`src/cpu_pkg.sv`:
```
package cpu_pkg;

	typedef logic [31:0] xlen_t;
	typedef logic [4:0]  reg_idx_t;

	// RV32I major opcodes.
	localparam logic [6:0] OP_R      = 7'b0110011;
	localparam logic [6:0] OP_IMM    = 7'b0010011;
	localparam logic [6:0] OP_LOAD   = 7'b0000011;
	localparam logic [6:0] OP_STORE  = 7'b0100011;
	localparam logic [6:0] OP_BRANCH = 7'b1100011;
	localparam logic [6:0] OP_JAL    = 7'b1101111;
	localparam logic [6:0] OP_SYSTEM = 7'b1110011;
	localparam xlen_t      INST_ECALL = 32'h0000_0073;

	typedef enum logic [2:0] {
		ALU_ADD,
		ALU_SUB,
		ALU_AND,
		ALU_OR,
		ALU_XOR,
		ALU_SLT,
		ALU_PASSB
	} alu_op_t;

	typedef enum logic [1:0] {
		FWD_REG,
		FWD_MEM,
		FWD_WB
	} fwd_sel_t;

	// All zero is a bubble.
	typedef struct packed {
		logic    regwrite;
		logic    memread;
		logic    memwrite;
		logic    use_imm;
		logic    is_beq;
		logic    is_bne;
		logic    is_jal;
		logic    is_halt;
		alu_op_t alu_op;
	} ctrl_t;

	typedef struct packed {
		xlen_t pc;
		xlen_t inst;
	} if_id_t;

	typedef struct packed {
		xlen_t    pc;
		xlen_t    rs1_val;
		xlen_t    rs2_val;
		xlen_t    imm;
		reg_idx_t rs1;
		reg_idx_t rs2;
		reg_idx_t rd;
		ctrl_t    ctrl;
	} id_ex_t;

	typedef struct packed {
		xlen_t    alu_out;
		xlen_t    store_data;
		reg_idx_t rd;
		ctrl_t    ctrl;
	} ex_mem_t;

	typedef struct packed {
		xlen_t    alu_out;
		xlen_t    load_data;
		reg_idx_t rd;
		ctrl_t    ctrl;
	} mem_wb_t;

	// APB map. Word index in a window is paddr[9:2].
	localparam logic [11:0] CTRL_ADDR   = 12'h000;
	localparam logic [11:0] STATUS_ADDR = 12'h004;
	localparam logic [11:0] CYCLES_ADDR = 12'h008;
	localparam logic [11:0] IMEM_BASE   = 12'h400;
	localparam logic [11:0] DMEM_BASE   = 12'h800;

	// Value written back to the register file.
	function automatic xlen_t wb_value(mem_wb_t w);
		return w.ctrl.memread ? w.load_data : w.alu_out;
	endfunction

endpackage

```
`src/execute_stage.sv`:
```
`timescale 1ns/1ns

module execute_stage import cpu_pkg::*; (
	input  id_ex_t   in_ex,
	input  xlen_t    mem_fwd,
	input  xlen_t    wb_fwd,
	input  fwd_sel_t sel_a,
	input  fwd_sel_t sel_b,
	input  fwd_sel_t sel_store,
	output ex_mem_t  out_ex,
	output logic     redirect,
	output xlen_t    target
);

	xlen_t op_a;
	xlen_t rs2_fwd;
	xlen_t op_b;
	xlen_t result;
	logic  equal;
	logic  taken;

	function automatic xlen_t fwd_mux(
		fwd_sel_t sel,
		xlen_t    reg_val,
		xlen_t    mem_val,
		xlen_t    wb_val
	);
		case (sel)
			FWD_MEM: return mem_val;
			FWD_WB:  return wb_val;
			default: return reg_val;
		endcase
	endfunction

	assign op_a    = fwd_mux(sel_a, in_ex.rs1_val, mem_fwd, wb_fwd);
	assign rs2_fwd = fwd_mux(sel_b, in_ex.rs2_val, mem_fwd, wb_fwd);

	// jal links through pass-B.
	always_comb begin
		if (in_ex.ctrl.is_jal)
			op_b = in_ex.pc + 32'd4;
		else if (in_ex.ctrl.use_imm)
			op_b = in_ex.imm;
		else
			op_b = rs2_fwd;
	end

	always_comb begin
		case (in_ex.ctrl.alu_op)
			ALU_SUB:   result = op_a - op_b;
			ALU_AND:   result = op_a & op_b;
			ALU_OR:    result = op_a | op_b;
			ALU_XOR:   result = op_a ^ op_b;
			ALU_SLT:   result = {31'd0, $signed(op_a) < $signed(op_b)};
			ALU_PASSB: result = op_b;
			default:   result = op_a + op_b;
		endcase
	end

	// Branches compare the forwarded registers.
	assign equal    = (op_a == rs2_fwd);
	assign taken    = (in_ex.ctrl.is_beq && equal) || (in_ex.ctrl.is_bne && !equal);
	assign redirect = in_ex.ctrl.is_jal || taken;
	assign target   = in_ex.pc + in_ex.imm;

	always_comb begin
		out_ex.alu_out    = result;
		out_ex.store_data = fwd_mux(sel_store, in_ex.rs2_val, mem_fwd, wb_fwd);
		out_ex.rd         = in_ex.rd;
		out_ex.ctrl       = in_ex.ctrl;
	end

endmodule

```
`config.mk`:
```
export PLATFORM = sky130hd
export DESIGN_NAME = execute_stage
export DESIGN_NICKNAME = d
export VERILOG_FILES = /design/src/cpu_pkg.sv /design/src/execute_stage.sv
export SDC_FILE = /design/constraint.sdc
export NUM_CORES = 1
export LEC_CHECK = 0
export ABC_CLOCK_PERIOD_IN_PS = 9100
export BUFFER_PORTS_ARGS = -buffer_cell sky130_fd_sc_hd__buf_2
export CAP_MARGIN = 30
export CORE_ASPECT_RATIO = 0.5
export CORE_MARGIN = 2
export CORE_UTILIZATION = 45
export DETAILED_ROUTE_END_ITERATION = 7
export GPL_ROUTABILITY_DRIVEN = 0
export PLACE_DENSITY = 0.72
export SYNTH_ARGS = -nofsm -noshare
export SYNTH_HDL_FRONTEND = slang
export SYNTH_SLANG_ARGS = --single-unit
export TNS_END_PERCENT = 50
```
`constraint.sdc`:
```
create_clock -name vclk -period 9.1
set_input_delay 2.275 -clock vclk [all_inputs]
set_output_delay 2.275 -clock vclk [all_outputs]
set_load 0.01 [all_outputs]
```
==> metrics.csv, run 1 <==
stage,metric,value,unit
status,status,finished clean,
worst_setup_path,cp.arrival,6660,ps
sta,rsz0062_at_grt,true,
finish,fin_util,58.9,%
sta,tns,0,ps
logic_synthesis,synthTopCellsByArea,"ha_1 17%, a21oi_1 8.8%, a22oi_1 8.6%",
global_route,grt_pass1_wl,68.6,mm
worst_setup_path,path_max_fanout,9,
floorplanning,die_w,216,um
worst_setup_path,crit_required,6830,ps
logic_synthesis,synthAdderAreaFrac,17.3,%
global_route,grt_max_degree,43,
logic_synthesis,synthCells,1596,
logic_synthesis,synth_compound_area_share,43.9,%
global_route,grt_pass1_vias,12200,
logic_synthesis,synth_top_family_by_area,compound AO/OA/AOI/OAI gates,
flow_run,cap_violations,0,
drt,drt_pass1_iterations,7,
finish,final_area,12900,um2
place,port-buffer-count,309,
sta,slew_violations,0,
global_route,grt-ovfl-total,0,
power_and_ir_drop,p_leak,6.17,nW
global_route,gr-usage-all-layers,36.4,%
logic_synthesis,ys_seq_area_share,0,%
power_and_ir_drop,ir_worst_vdd,0.0473,mV
drt,wl_per_cell,20.4,um
clocking,hold_buffers,0,
global_route,antenna_found_initial,1,
sta,setup_viol,0,
finish,flops_and_latches,0,
floorplanning,die_area,23800,um2
drt,drt-initial-drc-count,2117,
drt,via_count,13900,
sta,fin_crit,8930,ps
finish,area_delta_synth_final,27.4,%
power_and_ir_drop,p_per_area,102,nW/um2
logic_synthesis,synth_top_area_share,16.6,%
worst_setup_path,crit_start,sel_b[1],
sta,final_hold_viol_count,0,
logic_synthesis,synth_xor_area_share,7.71,%
worst_setup_path,cp-start-kind,input pin,
finish,drive_gt1_share,27.5,%
drt,vias_per_cell,6.20,
floorplanning,rows,38,
logic_synthesis,yosysWarnings,0,
floorplanning,core,21900,um2
worst_setup_path,critical_path_class,in -> out,
logic_synthesis,synth_top_area_cell,ha_1,
finish,final_common_cell,buf_2,
drt,drt-total-wl,46.0,mm
finish,fin_nets,2309,
sta,period_share,98.2,%
sta,fmax,112,MHz
logic_synthesis,synth_cell_types,83,
place,post_dp_cell_area,12800,um2
sta,slew_headroom,26.2,%
logic_synthesis,synthesis.area,10100,um2
sta,tightest_slew,1110,ps
logic_synthesis,postSynthAreaPerCell,6.34,um2
drt,ant_nets,0,
floorplanning,die_h,110,um
hold_path,worst_hold_path_type,in -> out,
finish,clock_buffers,0,
power_and_ir_drop,power,0.00131,W
place,dp_hpwl,38.0,mm
worst_setup_path,crit_end,out_ex[78],
logic_synthesis,synth_nets,1957,
finish,mostFrequentLayoutCells,"309 x buf_2, 172 x a21oi_1, 161 x nor2_1, 161 x buf_4, 147 x nand2_1",
floorplanning,start_util,46.3,%
finish,seqCellArea,0,um2
drt,drc,0,
worst_setup_path,cp-end-kind,output port,
logic_synthesis,muxShareOfSynthArea,0.396,%
floorplanning,ioPinCount,337,
logic_synthesis,yosys.area_share.simple,20.7,%
## repair_timing
item,in CTS,in global routing
setup endpoints to repair,0,19
setup buffers,0,1
gates resized for setup,0,20
## worst max-delay path: stages
cell	delay, ps
buf_2	120
inv_1	50
ha_2	250
a22oi_1	170
nor2_1	50
a21oi_1	120
buf_4	140
o21ai_0	70
mux2i_1	280
inv_1	120
ha_1	250
fa_1	470
o21bai_1	200
a21oi_1	140
o21ba_2	250
a21oi_2	230
a41oi_2	180
a211oi_2	210
buf_4	160
a211oi_2	80
a31o_1	260
xnor2_1	130
o221ai_1	260
buf_2	190
## final cells by class
class                      instances  area [um2]
timing repair buffer             477        2890
antenna                            2        5.00
tap                              300         375
multi-input combinational       1356        9190
fill                            2225        8980
inverter                         113         424
## through the flow
step / hold WS, ps / std cells / worst slack [ps]
finish: 4550 / 2248 / 167
global route: 4550 / 2246 / -24.5
CTS: 4550 / 2245 / 109
detailed placement: 4550 / 2245 / 111
global placement: 4550 / 2243 / 95.6
floorplan: 4640 / 1596 / 619
## per-layer routing
layer / vias to the layer above / share of wire (%) / track usage (%)
li1: 6576 / - / -
met2: 887 / 41 / 56.2
met4: 0 / 2.2 / 6.31
met5: - / 0 / 0
met1: 6380 / 43 / 51.0
met3: 100 / 14 / 9.96
## logic make-up (layout without fill, tap and decap cells)
logic type | Yosys count | after routing
multiplexers | 4 | 4
AO/OA/AOI/OAI | 669 | 669
adder cells (fa/ha/maj) | 138 | 138
AND/OR/NAND/NOR | 456 | 456
XOR/XNOR | 89 | 89
buffers and inverters | 240 | 590
other | 0 | 2
## worst min-delay path by stage
stage,from,to,slack [ps],cells after the start
after floorplan,in_ex[0],out_ex[0],4640,1
after global placement,in_ex[15],out_ex[15],4550,0
after detailed placement,in_ex[15],out_ex[15],4550,0
after CTS,in_ex[15],out_ex[15],4550,0
after global routing,in_ex[11],out_ex[11],4550,0
final,in_ex[13],out_ex[13],4550,0
## power by group
group,switching (W),internal [W]
Combinational,0.000770,0.000543
Sequential,0,0
Clock,0,0.0000000000306
## Yosys cell counts, drive strengths merged, types with 24 or more instances
| cell type | instances |
|---|---|
| a21oi | 183 |
| a22oi | 116 |
| buf | 54 |
| clkbuf | 73 |
| ha | 134 |
| inv | 113 |
| nand2 | 147 |
| nand3 | 26 |
| nor2 | 163 |
| nor3 | 24 |
| o21ai | 131 |
| xnor2 | 59 |
| xor2 | 30 |
No activity file was read; power rests on OpenSTA's default activity.
==> run 2, diff against run 1 <==
- CORE_ASPECT_RATIO: 0.5 -> not set
- CORE_UTILIZATION: 45 -> 40
- PLACE_DENSITY: 0.72 -> 0.66
==> run 2 against run 1 <==
  * Critical path depth grew 2
  * Via count rose by 1.4%
  * Sequential share of layout area did not move
  * Maximum frequency is 0.68% lower
  * Worst hold slack stayed put
  * Global-route usage shrank 2.9 points
  * Combinational power about the same
  * Setup slack worse by 62 ps
  * Flip-flop and latch count did not move
  * Critical endpoint unchanged
==> metrics.csv, run 2 (synthesized netlist as in run 1, its figures left out) <==
stage,metric,value,unit,change
worst_setup_path,cp-end-kind,output port,,unchanged
drt,drt-total-wl,47.2,mm,was 46.0 mm
sta,period_share,98.8,%,was 98.2%
power_and_ir_drop,ir_worst_vdd,0.0485,mV,was 0.0473 mV
power_and_ir_drop,pwr-share-seq,0,%,about the same
drt,via_count,14100,,was 13900
drt,wl_per_cell,20.6,um,was 20.4 um
sta,fmax,111,MHz,was 112 MHz
drt,drc,0,,unchanged
floorplanning,die_h,163,um,was 110 um
drt,ant_nets,0,,unchanged
worst_setup_path,crit_required,6830,ps,about the same
sta,slew_headroom,26.5,%,was 26.2%
finish,final_area,13100,um2,was 12900 um2
place,dp_hpwl,39.1,mm,was 38.0 mm
floorplanning,rows,58,,was 38
global_route,grt_pass1_vias,12700,,was 12200
sta,tightest_slew,1100,ps,was 1110 ps
finish,clock_buffers,0,,unchanged
global_route,grt_pass1_wl,70.7,mm,was 68.6 mm
finish,area_delta_synth_final,29.9,%,was 27.4%
floorplanning,die_w,163,um,was 216 um
sta,setup_viol,0,,unchanged
place,post_dp_cell_area,12800,um2,about the same
power_and_ir_drop,p_leak,6.23,nW,was 6.17 nW
floorplanning,core,25000,um2,was 21900 um2
worst_setup_path,cp-start-kind,input pin,,unchanged
power_and_ir_drop,p_per_area,102,nW/um2,about the same
finish,mostFrequentLayoutCells,"309 x buf_2, 176 x buf_4, 165 x a21oi_1, 160 x nor2_1, 147 x nand2_1",,"was 309 x buf_2, 172 x a21oi_1, 161 x nor2_1, 161 x buf_4, 147 x nand2_1"
place,post-place-ws,-49.4,ps,was 111 ps
global_route,gr-usage-all-layers,33.5,%,was 36.4%
power_and_ir_drop,p_sw,0.000779,W,was 0.000770 W
power_and_ir_drop,combPwrFrac,100.0,%,about the same
drt,vias_per_cell,6.17,,was 6.20
finish,seqCellArea,0,um2,unchanged
worst_setup_path,critical_path_class,in -> out,,unchanged
sta,slew_violations,0,,unchanged
finish,drive_gt1_share,29.1,%,was 27.5%
sta,rsz0062_at_grt,true,,unchanged
power_and_ir_drop,switching_share,58.3,%,was 58.7%
floorplanning,start_util,40.4,%,was 46.3%
status,status,finished clean,,unchanged
floorplanning,ioPinCount,337,,unchanged
drt,drt-initial-drc-count,1536,,was 2117
place,placed_cells,2284,,was 2245
finish,flops_and_latches,0,,unchanged
finish,fillers,2537,,was 2225
global_route,grt_max_degree,57,,was 43
power_and_ir_drop,power.internal,0.000558,W,was 0.000543 W
clocking,hold_buffers,0,,unchanged
drt,drt_pass1_iterations,6,,was 7
place,port-buffer-count,309,,unchanged
sta,final_hold_viol_count,0,,unchanged
finish,final_common_cell,buf_2,,unchanged
power_and_ir_drop,p_clk_share,0,%,about the same
floorplanning,die_area,26600,um2,was 23800 um2
worst_setup_path,cp.arrival,6720,ps,was 6660 ps
sta,hold_ws,4550,ps,unchanged
global_route,antenna_found_initial,3,,was 1
worst_setup_path,path_max_fanout,9,,unchanged
global_route,grt-ovfl-total,0,,unchanged
finish,fin_nets,2322,,was 2309
sta,worst_slack,105,ps,was 167 ps
hold_path,worst_hold_path_type,in -> out,,unchanged
flow_run,cap_violations,0,,unchanged
sta,fin_crit,8990,ps,was 8930 ps
power_and_ir_drop,power,0.00134,W,was 0.00131 W
finish,final_cells,2291,,was 2248
run 2: cell types whose count changed in the layout (fill, tap and decap cells not counted), moves of 4 or more:
cell,change
a21oi_1,-7
ha_4,+4
buf_4,+15
ha_1,-7
a21oi_2,+6
run 2: routing by layer:
| layer | up-vias | part of all wire, % | track usage (%) |
|---|---|---|---|
| met5 | - | 0.028 | 0 |
| met4 | 2 | 4.6 | 13.1 |
| met3 | 162 | 12 | 5.74 |
| met2 | 926 | 44 | 54.0 |
| met1 | 6458 | 40 | 44.4 |
| li1 | 6595 | - | - |
run 2: path summary, 6_finish.rpt:
kind / from / to / slack [ps] / cells past startpoint
worst max-delay path: sel_b[0] / out_ex[78] / 110 / 26
worst min-delay path: in_ex[11] / out_ex[11] / 4550 / 0
run 2: power groups by stage:
stage               sequential (W)        clock [W]  combinational, W
floorplan                        0                0          0.000768
global placement                 0                0           0.00124
CTS                              0                0           0.00127
finish                           0  0.0000000000378           0.00134
detailed placement               0                0           0.00126
global route                     0  0.0000000000147           0.00144
run 2: cell type report:
cell class | count | area, um2 | share of cell area [%]
Timing Repair Buffer | 490 | 2960 | 22.5
Tap cell | 330 | 413 | 3.14
Multi-Input combinational cell | 1356 | 9340 | 71.1
Inverter | 113 | 424 | 3.23
Antenna cell | 2 | 5.00 | 0.0381
run 2: timing repair:
action	4_1_cts	5_1_grt
pin swaps	1	12
setup buffers	0	4
resized for setup	3	48
endpoints found under the setup margin	2	13
run 2: worst max-delay path, cell delays in order:
cell and delay (ps):
buf_2 110, inv_1 70, ha_4 350, buf_6 160, nor2_1 50, a21oi_1 110, buf_4 170, nor2_1 50
a21oi_1 140, nor2_1 60, a21oi_2 170, buf_4 170, inv_1 80, ha_4 260, o211ai_2 180, a21oi_2 70
o211ai_1 310, nand3_2 150, o41a_4 400, o41ai_4 370, nor4_2 120, a211oi_2 230, xor2_1 160, o221ai_1 150
buf_4 210, buf_2 130
run 2: metrics by stage:
step | utilization [%] | TNS, ps
after floorplan | - | 0
after global placement | 51.2 | 0
after detailed placement | 51.3 | -49.4
after CTS | 51.4 | 0
after global routing | 52.5 | -32.3
final | 52.5 | 0
